### config.mk
export PLATFORM = sky130hd
export DESIGN_NAME = exec_cluster
export DESIGN_NICKNAME = d
export VERILOG_FILES = /design/src/exec_pkg.sv /design/src/dispatch_steer.sv /design/src/reservation_station.sv /design/src/int_alu.sv /design/src/mul_pipe.sv /design/src/div_iter.sv /design/src/result_bus_arbiter.sv /design/src/exec_cluster.sv
export VERILOG_INCLUDE_DIRS = /design/src /design/src/src
export SDC_FILE = /design/constraint.sdc
export NUM_CORES = 2
export LEC_CHECK = 0
export BUFFER_PORTS_ARGS = -buffer_cell sky130_fd_sc_hd__buf_2
export CORE_MARGIN = 2
export CORE_UTILIZATION = 55
export DETAILED_ROUTE_END_ITERATION = 8
export HOLD_SLACK_MARGIN = 0.08
export PLACE_DENSITY_LB_ADDON = 0.3
export SETUP_SLACK_MARGIN = 0.3
export SYNTH_ARGS = -nofsm -noshare
export SYNTH_HDL_FRONTEND = slang
export SYNTH_SLANG_ARGS = --single-unit
### constraint.sdc
create_clock -name clk -period 10.39 [get_ports clk]
set_input_delay 1.039 -clock clk [delete_from_list [all_inputs] [get_ports clk]]
set_output_delay 1.039 -clock clk [all_outputs]
set_load 0.05 [all_outputs]
### src/exec_defs.svh
`ifndef EXEC_DEFS_SVH
`define EXEC_DEFS_SVH

// Datapath width of operands and results
`define EXEC_XLEN 32

// Physical register tag carried with every operand and result
`define EXEC_TAG_W 8

// Entries per reservation station, 2 and 8 also work
`define EXEC_RS_DEPTH 4

// R-type opcode shared by the integer and M-extension ops
`define EXEC_OPC_OP 7'b0110011

// funct7 marking the M-extension group
`define EXEC_F7_MULDIV 7'b0000001

// funct3 codes steered away from the add station
`define EXEC_F3_MUL 3'b000
`define EXEC_F3_DIV 3'b100
`define EXEC_F3_REM 3'b110

`endif

### src/exec_pkg.sv
package exec_pkg;

    // Operation code carried with each instruction to its unit
    typedef enum logic [3:0] {
        ADD = 4'd0,
        SUB = 4'd1,
        AND = 4'd2,
        OR  = 4'd3,
        XOR = 4'd4,
        SLT = 4'd5,   // Signed compare
        SLL = 4'd6,
        SRL = 4'd7,
        MUL = 4'd8,
        DIV = 4'd9,
        REM = 4'd10
    } alu_op_e;

    // Target functional unit of a dispatched instruction
    typedef enum logic [1:0] {
        FU_ADD = 2'd0,
        FU_MUL = 2'd1,
        FU_DIV = 2'd2
    } fu_sel_e;

    typedef enum logic [1:0] {
        DIV_IDLE = 2'd0,
        DIV_RUN  = 2'd1,   // Iterations plus sign fix-up
        DIV_DONE = 2'd2    // Holding result until granted
    } div_state_e;

endpackage

### src/dispatch_steer.sv
`include "exec_defs.svh"

module dispatch_steer (
    input  logic                  dispatch_valid,
    input  logic [6:0]            opcode,
    input  logic [2:0]            funct3,
    input  logic [6:0]            funct7,
    input  logic                  alu_src1,
    input  logic                  alu_src2,
    input  logic [`EXEC_XLEN-1:0] operand1,
    input  logic [`EXEC_XLEN-1:0] operand2,
    input  logic [1:0]            operand_valid,
    input  logic [`EXEC_XLEN-1:0] imm,
    input  logic [`EXEC_XLEN-1:0] pc,
    input  logic                  add_full,
    input  logic                  mul_full,
    input  logic                  div_full,
    output logic                  add_rs_on,
    output logic                  mul_rs_on,
    output logic                  div_rs_on,
    output logic                  stall,
    output logic [`EXEC_XLEN-1:0] sel_operand1,
    output logic [`EXEC_XLEN-1:0] sel_operand2,
    output logic [1:0]            sel_valid
);
    import exec_pkg::*;

    fu_sel_e fu_sel;

    always_comb begin
        fu_sel = FU_ADD;
        if (opcode == `EXEC_OPC_OP && funct7 == `EXEC_F7_MULDIV) begin
            case (funct3)
                `EXEC_F3_MUL: fu_sel = FU_MUL;
                `EXEC_F3_DIV, `EXEC_F3_REM: fu_sel = FU_DIV;
                default: fu_sel = FU_ADD;   // MULH and friends run nowhere else
            endcase
        end
    end

    // Stall follows the presented instruction, not the strobe
    assign stall = (fu_sel == FU_MUL) ? mul_full :
                   (fu_sel == FU_DIV) ? div_full : add_full;

    assign add_rs_on = dispatch_valid && !stall && (fu_sel == FU_ADD);
    assign mul_rs_on = dispatch_valid && !stall && (fu_sel == FU_MUL);
    assign div_rs_on = dispatch_valid && !stall && (fu_sel == FU_DIV);

    assign sel_operand1 = alu_src1 ? pc : operand1;
    assign sel_operand2 = alu_src2 ? imm : operand2;
    assign sel_valid    = operand_valid | {alu_src2, alu_src1};   // Substituted operands are ready

endmodule

### src/reservation_station.sv
`include "exec_defs.svh"

module reservation_station #(
    parameter int DEPTH = `EXEC_RS_DEPTH
) (
    input  logic                   clk,
    input  logic                   reset,
    input  logic                   write,
    input  exec_pkg::alu_op_e      alu_op,
    input  logic [`EXEC_XLEN-1:0]  operand1,
    input  logic [`EXEC_XLEN-1:0]  operand2,
    input  logic [1:0]             operand_valid,
    input  logic [`EXEC_TAG_W-1:0] src1_tag,
    input  logic [`EXEC_TAG_W-1:0] src2_tag,
    input  logic [`EXEC_TAG_W-1:0] rd_tag,
    input  logic                   bus_valid,
    input  logic [`EXEC_TAG_W-1:0] bus_tag,
    input  logic [`EXEC_XLEN-1:0]  bus_value,
    input  logic                   unit_ready,
    output logic                   full,
    output logic                   issue_valid,
    output exec_pkg::alu_op_e      issue_op,
    output logic [`EXEC_XLEN-1:0]  issue_a,
    output logic [`EXEC_XLEN-1:0]  issue_b,
    output logic [`EXEC_TAG_W-1:0] issue_tag
);
    import exec_pkg::*;

    localparam int IDX_W = (DEPTH > 1) ? $clog2(DEPTH) : 1;

    logic [DEPTH-1:0]       busy, v1, v2;
    logic [DEPTH-1:0]       wake1, wake2;
    alu_op_e                op_q [DEPTH];
    logic [`EXEC_XLEN-1:0]  a_q [DEPTH];
    logic [`EXEC_XLEN-1:0]  b_q [DEPTH];
    logic [`EXEC_TAG_W-1:0] t1_q [DEPTH];
    logic [`EXEC_TAG_W-1:0] t2_q [DEPTH];
    logic [`EXEC_TAG_W-1:0] rd_q [DEPTH];
    logic [IDX_W-1:0]       wr_idx, iss_idx;
    logic                   iss_found;
    logic                   hit1, hit2;

    // Downward scans leave the lowest matching index
    always_comb begin
        wr_idx    = '0;
        iss_idx   = '0;
        iss_found = 1'b0;
        for (int i = DEPTH - 1; i >= 0; i--) begin
            wake1[i] = busy[i] && !v1[i] && bus_valid && (bus_tag == t1_q[i]);
            wake2[i] = busy[i] && !v2[i] && bus_valid && (bus_tag == t2_q[i]);
            if (!busy[i]) wr_idx = IDX_W'(i);
            if (busy[i] && v1[i] && v2[i]) begin
                iss_idx   = IDX_W'(i);
                iss_found = 1'b1;
            end
        end
    end

    assign hit1 = bus_valid && (bus_tag == src1_tag);   // Result broadcast in the dispatch cycle
    assign hit2 = bus_valid && (bus_tag == src2_tag);

    assign full        = &busy;
    assign issue_valid = iss_found && unit_ready;
    assign issue_op    = op_q[iss_idx];
    assign issue_a     = a_q[iss_idx];
    assign issue_b     = b_q[iss_idx];
    assign issue_tag   = rd_q[iss_idx];

    always_ff @(posedge clk) begin
        if (reset) begin
            busy <= '0;
            v1   <= '0;
            v2   <= '0;
        end else begin
            v1 <= v1 | wake1;
            v2 <= v2 | wake2;
            if (issue_valid) busy[iss_idx] <= 1'b0;
            if (write && !full) begin
                busy[wr_idx] <= 1'b1;
                v1[wr_idx]   <= operand_valid[0] || hit1;
                v2[wr_idx]   <= operand_valid[1] || hit2;
            end
        end
    end

    always_ff @(posedge clk) begin
        for (int i = 0; i < DEPTH; i++) begin
            if (wake1[i]) a_q[i] <= bus_value;
            if (wake2[i]) b_q[i] <= bus_value;
        end
        if (write && !full) begin
            op_q[wr_idx] <= alu_op;
            a_q[wr_idx]  <= (!operand_valid[0] && hit1) ? bus_value : operand1;
            b_q[wr_idx]  <= (!operand_valid[1] && hit2) ? bus_value : operand2;
            t1_q[wr_idx] <= src1_tag;
            t2_q[wr_idx] <= src2_tag;
            rd_q[wr_idx] <= rd_tag;
        end
    end

    assert property (@(posedge clk) disable iff (reset) write |-> !full)
        else $error("write into a full reservation station");

endmodule

### src/int_alu.sv
`include "exec_defs.svh"

module int_alu (
    input  logic                   clk,
    input  logic                   reset,
    input  logic                   issue_valid,
    input  exec_pkg::alu_op_e      issue_op,
    input  logic [`EXEC_XLEN-1:0]  issue_a,
    input  logic [`EXEC_XLEN-1:0]  issue_b,
    input  logic [`EXEC_TAG_W-1:0] issue_tag,
    input  logic                   grant,
    output logic                   ready,
    output logic                   done,
    output logic [`EXEC_TAG_W-1:0] done_tag,
    output logic [`EXEC_XLEN-1:0]  done_value
);
    import exec_pkg::*;

    logic [`EXEC_XLEN-1:0] result;

    always_comb begin
        case (issue_op)
            ADD: result = issue_a + issue_b;
            SUB: result = issue_a - issue_b;
            AND: result = issue_a & issue_b;
            OR:  result = issue_a | issue_b;
            XOR: result = issue_a ^ issue_b;
            SLT: result = {{(`EXEC_XLEN - 1){1'b0}}, $signed(issue_a) < $signed(issue_b)};
            SLL: result = issue_a << issue_b[4:0];
            SRL: result = issue_a >> issue_b[4:0];
            default: result = '0;
        endcase
    end

    assign ready = !done || grant;   // Output register frees on grant

    always_ff @(posedge clk) begin
        if (reset) begin
            done <= 1'b0;
        end else if (issue_valid && ready) begin
            done <= 1'b1;
        end else if (grant) begin
            done <= 1'b0;
        end
    end

    always_ff @(posedge clk) begin
        if (issue_valid && ready) begin
            done_tag   <= issue_tag;
            done_value <= result;
        end
    end

endmodule

### src/mul_pipe.sv
`include "exec_defs.svh"

module mul_pipe (
    input  logic                   clk,
    input  logic                   reset,
    input  logic                   issue_valid,
    input  logic [`EXEC_XLEN-1:0]  issue_a,
    input  logic [`EXEC_XLEN-1:0]  issue_b,
    input  logic [`EXEC_TAG_W-1:0] issue_tag,
    input  logic                   grant,
    output logic                   ready,
    output logic                   done,
    output logic [`EXEC_TAG_W-1:0] done_tag,
    output logic [`EXEC_XLEN-1:0]  done_value
);
    logic                   s1_v, s2_v;
    logic [`EXEC_XLEN-1:0]  s1_a, s1_b, s2_p;
    logic [`EXEC_TAG_W-1:0] s1_tag, s2_tag;

    assign ready = !done || grant;   // Whole pipe moves together

    always_ff @(posedge clk) begin
        if (reset) begin
            s1_v <= 1'b0;
            s2_v <= 1'b0;
            done <= 1'b0;
        end else if (ready) begin
            s1_v <= issue_valid;
            s2_v <= s1_v;
            done <= s2_v;
        end
    end

    always_ff @(posedge clk) begin
        if (ready) begin
            s1_a       <= issue_a;
            s1_b       <= issue_b;
            s1_tag     <= issue_tag;
            s2_p       <= `EXEC_XLEN'($signed(s1_a) * $signed(s1_b));   // Low half only
            s2_tag     <= s1_tag;
            done_value <= s2_p;
            done_tag   <= s2_tag;
        end
    end

endmodule

### src/div_iter.sv
`include "exec_defs.svh"

module div_iter (
    input  logic                   clk,
    input  logic                   reset,
    input  logic                   issue_valid,
    input  exec_pkg::alu_op_e      issue_op,
    input  logic [`EXEC_XLEN-1:0]  issue_a,
    input  logic [`EXEC_XLEN-1:0]  issue_b,
    input  logic [`EXEC_TAG_W-1:0] issue_tag,
    input  logic                   grant,
    output logic                   ready,
    output logic                   done,
    output logic [`EXEC_TAG_W-1:0] done_tag,
    output logic [`EXEC_XLEN-1:0]  done_value
);
    import exec_pkg::*;

    localparam int CNT_W = $clog2(`EXEC_XLEN) + 1;
    localparam int MSB   = `EXEC_XLEN - 1;

    div_state_e            state;
    logic [CNT_W-1:0]      cnt;
    logic [`EXEC_XLEN-1:0] quo, rem, dvs;
    logic [`EXEC_XLEN:0]   shifted, diff;
    logic                  neg_a, neg_b, div_zero;
    alu_op_e               op_q;

    assign shifted = {rem, quo[MSB]};
    assign diff    = shifted - {1'b0, dvs};
    assign ready   = (state == DIV_IDLE);
    assign done    = (state == DIV_DONE);

    always_ff @(posedge clk) begin
        if (reset) begin
            state <= DIV_IDLE;
            cnt   <= '0;
        end else begin
            case (state)
                DIV_IDLE: if (issue_valid) state <= DIV_RUN;
                DIV_RUN:  if (cnt == CNT_W'(`EXEC_XLEN)) state <= DIV_DONE;
                DIV_DONE: if (grant) state <= DIV_IDLE;
                default:  state <= DIV_IDLE;
            endcase
            cnt <= (state == DIV_RUN) ? cnt + 1'b1 : '0;
        end
    end

    always_ff @(posedge clk) begin
        if (state == DIV_IDLE && issue_valid) begin   // Load magnitudes
            quo      <= issue_a[MSB] ? -issue_a : issue_a;
            dvs      <= issue_b[MSB] ? -issue_b : issue_b;
            rem      <= '0;
            neg_a    <= issue_a[MSB];
            neg_b    <= issue_b[MSB];
            div_zero <= (issue_b == '0);
            op_q     <= issue_op;
            done_tag <= issue_tag;
        end else if (state == DIV_RUN && cnt == CNT_W'(`EXEC_XLEN)) begin
            // Most negative over -1 lands on the dividend without a special case
            if (op_q == REM) begin
                done_value <= neg_a ? -rem : rem;
            end else begin
                done_value <= div_zero ? '1 : ((neg_a ^ neg_b) ? -quo : quo);
            end
        end else if (state == DIV_RUN) begin
            if (!diff[`EXEC_XLEN]) begin
                rem <= diff[MSB:0];
                quo <= {quo[MSB-1:0], 1'b1};
            end else begin
                rem <= shifted[MSB:0];
                quo <= {quo[MSB-1:0], 1'b0};
            end
        end
    end

    assert property (@(posedge clk) disable iff (reset) issue_valid |-> state == DIV_IDLE)
        else $error("divide issued while busy");

endmodule

### src/result_bus_arbiter.sv
`include "exec_defs.svh"

module result_bus_arbiter (
    input  logic                   alu_done,
    input  logic [`EXEC_TAG_W-1:0] alu_tag,
    input  logic [`EXEC_XLEN-1:0]  alu_value,
    input  logic                   mul_done,
    input  logic [`EXEC_TAG_W-1:0] mul_tag,
    input  logic [`EXEC_XLEN-1:0]  mul_value,
    input  logic                   div_done,
    input  logic [`EXEC_TAG_W-1:0] div_tag,
    input  logic [`EXEC_XLEN-1:0]  div_value,
    output logic                   alu_grant,
    output logic                   mul_grant,
    output logic                   div_grant,
    output logic                   bus_valid,
    output logic [`EXEC_TAG_W-1:0] bus_tag,
    output logic [`EXEC_XLEN-1:0]  bus_value
);
    // Slowest unit first so the long divide never waits
    assign div_grant = div_done;
    assign mul_grant = mul_done && !div_done;
    assign alu_grant = alu_done && !div_done && !mul_done;

    assign bus_valid = alu_done || mul_done || div_done;

    always_comb begin
        if (div_grant) begin
            bus_tag   = div_tag;
            bus_value = div_value;
        end else if (mul_grant) begin
            bus_tag   = mul_tag;
            bus_value = mul_value;
        end else begin
            bus_tag   = alu_tag;
            bus_value = alu_value;
        end
    end

endmodule

### src/exec_cluster.sv
`include "exec_defs.svh"

module exec_cluster (
    input  logic                   clk,
    input  logic                   reset,
    input  logic                   dispatch_valid,
    input  logic [6:0]             opcode,
    input  logic [2:0]             funct3,
    input  logic [6:0]             funct7,
    input  exec_pkg::alu_op_e      alu_op,
    input  logic [`EXEC_XLEN-1:0]  operand1,
    input  logic [`EXEC_XLEN-1:0]  operand2,
    input  logic [`EXEC_TAG_W-1:0] src1_tag,
    input  logic [`EXEC_TAG_W-1:0] src2_tag,
    input  logic [1:0]             operand_valid,
    input  logic [`EXEC_XLEN-1:0]  imm,
    input  logic [`EXEC_XLEN-1:0]  pc,
    input  logic                   alu_src1,
    input  logic                   alu_src2,
    input  logic [`EXEC_TAG_W-1:0] rd_tag,
    output logic                   stall,
    output logic                   result_valid,
    output logic [`EXEC_TAG_W-1:0] result_tag,
    output logic [`EXEC_XLEN-1:0]  result_value
);
    import exec_pkg::*;

    logic                   add_rs_on, mul_rs_on, div_rs_on;
    logic                   add_full, mul_full, div_full;
    logic [`EXEC_XLEN-1:0]  sel_operand1, sel_operand2;
    logic [1:0]             sel_valid;
    logic                   add_iv, mul_iv, div_iv;
    alu_op_e                add_op, div_op;
    logic [`EXEC_XLEN-1:0]  add_a, add_b, mul_a, mul_b, div_a, div_b;
    logic [`EXEC_TAG_W-1:0] add_tag, mul_tag, div_tag;
    logic                   alu_ready, mul_ready, div_ready;
    logic                   alu_done, mul_done, div_done;
    logic [`EXEC_TAG_W-1:0] alu_dtag, mul_dtag, div_dtag;
    logic [`EXEC_XLEN-1:0]  alu_dval, mul_dval, div_dval;
    logic                   alu_grant, mul_grant, div_grant;

    dispatch_steer steer_i (
        .dispatch_valid, .opcode, .funct3, .funct7, .alu_src1, .alu_src2,
        .operand1, .operand2, .operand_valid, .imm, .pc,
        .add_full, .mul_full, .div_full, .add_rs_on, .mul_rs_on, .div_rs_on,
        .stall, .sel_operand1, .sel_operand2, .sel_valid
    );

    reservation_station add_rs_i (
        .clk, .reset, .write(add_rs_on), .alu_op, .operand1(sel_operand1),
        .operand2(sel_operand2), .operand_valid(sel_valid), .src1_tag, .src2_tag, .rd_tag,
        .bus_valid(result_valid), .bus_tag(result_tag), .bus_value(result_value),
        .unit_ready(alu_ready), .full(add_full), .issue_valid(add_iv), .issue_op(add_op),
        .issue_a(add_a), .issue_b(add_b), .issue_tag(add_tag)
    );

    reservation_station mul_rs_i (
        .clk, .reset, .write(mul_rs_on), .alu_op, .operand1(sel_operand1),
        .operand2(sel_operand2), .operand_valid(sel_valid), .src1_tag, .src2_tag, .rd_tag,
        .bus_valid(result_valid), .bus_tag(result_tag), .bus_value(result_value),
        .unit_ready(mul_ready), .full(mul_full), .issue_valid(mul_iv), .issue_op(),
        .issue_a(mul_a), .issue_b(mul_b), .issue_tag(mul_tag)
    );

    reservation_station div_rs_i (
        .clk, .reset, .write(div_rs_on), .alu_op, .operand1(sel_operand1),
        .operand2(sel_operand2), .operand_valid(sel_valid), .src1_tag, .src2_tag, .rd_tag,
        .bus_valid(result_valid), .bus_tag(result_tag), .bus_value(result_value),
        .unit_ready(div_ready), .full(div_full), .issue_valid(div_iv), .issue_op(div_op),
        .issue_a(div_a), .issue_b(div_b), .issue_tag(div_tag)
    );

    int_alu alu_i (
        .clk, .reset, .issue_valid(add_iv), .issue_op(add_op), .issue_a(add_a),
        .issue_b(add_b), .issue_tag(add_tag), .grant(alu_grant), .ready(alu_ready),
        .done(alu_done), .done_tag(alu_dtag), .done_value(alu_dval)
    );

    mul_pipe mul_i (
        .clk, .reset, .issue_valid(mul_iv), .issue_a(mul_a), .issue_b(mul_b),
        .issue_tag(mul_tag), .grant(mul_grant), .ready(mul_ready),
        .done(mul_done), .done_tag(mul_dtag), .done_value(mul_dval)
    );

    div_iter div_i (
        .clk, .reset, .issue_valid(div_iv), .issue_op(div_op), .issue_a(div_a),
        .issue_b(div_b), .issue_tag(div_tag), .grant(div_grant), .ready(div_ready),
        .done(div_done), .done_tag(div_dtag), .done_value(div_dval)
    );

    result_bus_arbiter arb_i (
        .alu_done, .alu_tag(alu_dtag), .alu_value(alu_dval),
        .mul_done, .mul_tag(mul_dtag), .mul_value(mul_dval),
        .div_done, .div_tag(div_dtag), .div_value(div_dval),
        .alu_grant, .mul_grant, .div_grant,
        .bus_valid(result_valid), .bus_tag(result_tag), .bus_value(result_value)
    );

    // Upstream must hold the instruction while stalled
    assert property (@(posedge clk) disable iff (reset) dispatch_valid |-> !stall)
        else $error("dispatch dropped while stalled");

endmodule

==> results.md <==
- Status: finished, violations left
- Failing checks: slew limit
- Main flop type after synthesis: edfxtp_1
- Synthesized net count: 9410
- Post-CTS Setup Bufs: 0
- Post-Synthesis Cells: 8534
- Share of the synthesized area in the top cell type: 0.460
- Fin area: 99600 um2
- CP Capture Type: flop
- Post-Syn Area: 90700 um2
- Reg2reg setup slack: 2.60 ns
- Launch point of the worst path: mul_i.s1_b[2]
- Critical R2R Capture: mul_i.s2_p[25]
- Skew final: 0.0463 ns
- Setup violators final: 0
- Setup CP Type: flop to flop
- Register area share after synthesis: 0.478
- Commonest non-fill, non-tap cell in the layout: edfxtp_1
- Synth Warn #: 0
- Worst R2R Path Depth: 24
- Final wirelength: 310000 um
- Initial antenna violation count: 14
- Area leader, netlist: edfxtp_1
- ANT nets after route: 0
- Placed cells: 10600
- Resized Gates After CTS: 0
- Final min period: 7.79 ns
- Syn_area_per_cell: 10.6 um2
- CTS buffer count: 147
- Unrepaired setup endpoints after global routing: no
- Io pins: 222
- Crit start category: flop
- Pre-antenna DRT Iters: 9
- Rows: 149
- CTS Hold Bufs: 0
- Crit path max fanout: 30
- Maximum number of pins on one net before global-route repair: 101
- Leakage: 38.9 nW
- Die area: 168000 um2
- H-Tree Depth: 4
- Port-buffer cells: 221
- Dpl hpwl: 221000 um
- Final nets: 9416
- EDFF count, synth: 1391
- Leading post-synthesis cells by cell area: edfxtp_1 46%, fa_1 9.1%, o21ai_0 6.0%, nand2_1 4.1%, ha_1 3.9%
- GPL Wtd Cong: 1.02
- Hold Slack: 0.420 ns
- Clock Pin Slew Worst Setup and Hold Paths: 0.06 ns
- Placed inst area: 94600 um2
- CORE AREA: 164000 um2
- First-pass GRT wire length: 453000 um
- Peak VDD IR: 180 uV
- Clock Tree Buf Depth: 3
- Pwr Density: 136 nW/um2
- Clock sinks: 1471
- Number of synthesized register bits: 1471
- Critical path arrival: 8.32 ns
- Final setup margin: 2.60 ns
- CP Data Required Time: 10.92 ns
- DP Worst Slack: 2.67 ns
- Slew headroom: -0.00241
- Fmax: 128 MHz
- # DRC: 0
- Vias per inst: 6.44
- Worst Tran Pin Value: 1.50 ns
- Total GRT Usage: 0.367
- Starting density of the core: 0.552
- Period Utilization, post-route: 0.750
- Fin. Hold Viols: 0
- Grt total ovfl: 0
- Post-synth cell types: 99
- CP Capture Point: mul_i.s2_p[25]
- Die Wd: 410 um
- Ys async rst share: 0
- Total power: 13.5 mW
- Synth-to-layout area growth: 9.83%
- Iter 0 DRT Violations: 9752
- Hold Path Class: flop to flop
- Final core utilization: 0.606
- Post-route insts no fill: 10900
- Layout cell share with drive strength beyond 1: 0.102
- Setup TNS: 0 ns
- Routed length per instance: 28.5 um
- CTS Root Cell: clkbuf_16
- Vias: 69900
- Clock latency on the worst-skew pair: 0.81 ns
- R2r startpoint: mul_i.s1_b[2]
- CTS tree: built
- Fillers: 13400
- MaxCap Viol Count: 0
- Slew Limit Fails: 1
- Die Y-Extent: 410 um
- Vias in the first global route: 68300
- Most frequent cells in the layout: 1391 x edfxtp_1, 1054 x o21ai_0, 993 x nand2_1
cells by family (layout without fill, tap and decap cells):
family,count (synthesis),count (layout),share of synthesized area
adders and majority gates,696,696,0.130
DFF,1471,1471,0.478
AOI/OAI and AO/OA,2135,2135,0.145
other,0,5,0
and+or+nand+nor,2198,2198,0.115
buffers and inverters,1282,1408,0.0549
xor gates and xnor gates,466,466,0.0450
muxes,286,286,0.0318
cell type report:
cell class / count / area (um2) / share of cell area
sequential: 1471 / 43400 / 0.435
multi-input combinational: 5781 / 42900 / 0.431
clock buffer: 182 / 3930 / 0.0395
timing repair buffer: 493 / 3150 / 0.0316
tap: 2189 / 2740 / 0.0275
inverter: 646 / 2430 / 0.0244
clock inverter: 87 / 1040 / 0.0104
antenna: 5 / 12.5 / 0.000126
where the power goes:
group	switching (mW)	internal, mW	leakage [nW]
Clock	2.40	3.10	2.43
Sequential	0.0691	6.52	13.5
Combinational	0.995	0.442	23.0
Total	3.46	10.1	38.9
flip-flops by register name, indices dropped and copies added, names as in the netlist, 128 cells and up:
register / flops
div_rs_i.b_q: 128
add_rs_i.b_q: 128
mul_rs_i.a_q: 128
mul_rs_i.b_q: 128
div_rs_i.a_q: 128
add_rs_i.a_q: 128
worst min path at each step:
stage / startpoint / end / cells after the start
6_report: mul_i.s2_p[29] / mul_i.done_value[29] / 0
5_1_grt: mul_i.s2_p[14] / mul_i.done_value[14] / 0
4_1_cts: mul_i.s2_p[29] / mul_i.done_value[29] / 0
3_5_place_dp: mul_i.s2_p[5] / mul_i.done_value[5] / 0
3_3_place_gp: mul_i.s1_tag[1] / mul_i.s2_tag[1] / 0
2_1_floorplan: mul_i.s2_tag[0] / mul_i.done_tag[0] / 0
cells in the mapped netlist (15+ instances only):
cell type / number
inv_1: 638
nor4_1: 50
and3_1: 34
clkbuf_1: 504
xor2_1: 210
xnor2_1: 256
nand2b_1: 29
a21boi_0: 15
mux2_2: 20
o221ai_1: 29
o41ai_1: 41
nor2_1: 343
nor2b_1: 24
o21ai_1: 68
nand3_1: 76
a22oi_1: 136
fa_1: 411
dfxtp_1: 80
a221oi_1: 35
o31ai_1: 43
or3_1: 26
o21ai_0: 1083
nand4_1: 88
buf_1: 36
o21a_1: 59
nand2_1: 1000
a221o_1: 26
a31oi_1: 40
ha_1: 285
o311ai_0: 24
a21o_1: 27
buf_2: 79
a21oi_1: 198
a211oi_1: 56
nor3_1: 65
and4_1: 18
edfxtp_1: 1391
o211ai_1: 34
mux2i_1: 266
o21bai_1: 15
o22ai_1: 44
a222oi_1: 73
and2_1: 372
worst max-delay path: stages, from the launching register on:
cell and delay, ns:
edfxtp_1 1.00, and2_1 0.27, fa_1 0.42, fa_1 0.50, inv_1 0.06, fa_1 0.48, fa_1 0.55, inv_1 0.05
fa_1 0.51, inv_1 0.06, fa_1 0.54, inv_1 0.05, fa_1 0.51, fa_1 0.43, ha_1 0.36, a21o_1 0.19
a21o_1 0.17, a21o_1 0.17, a31oi_1 0.31, nor2b_1 0.09, o21a_1 0.19, o21ai_0 0.25, nand2b_1 0.10, a21oi_1 0.18
xnor2_1 0.08
metal layers:
metal	share of wire	wire length [um]	up-vias	GRT usage
li1	-	-	30400	-
met1	0.38	117000	34200	0.488
met2	0.44	135000	4436	0.552
met3	0.13	39300	829	0.104
met4	0.058	18000	16	0.181
met5	0.00033	101	-	0
Note: power is estimated with default switching activity, not from simulation.
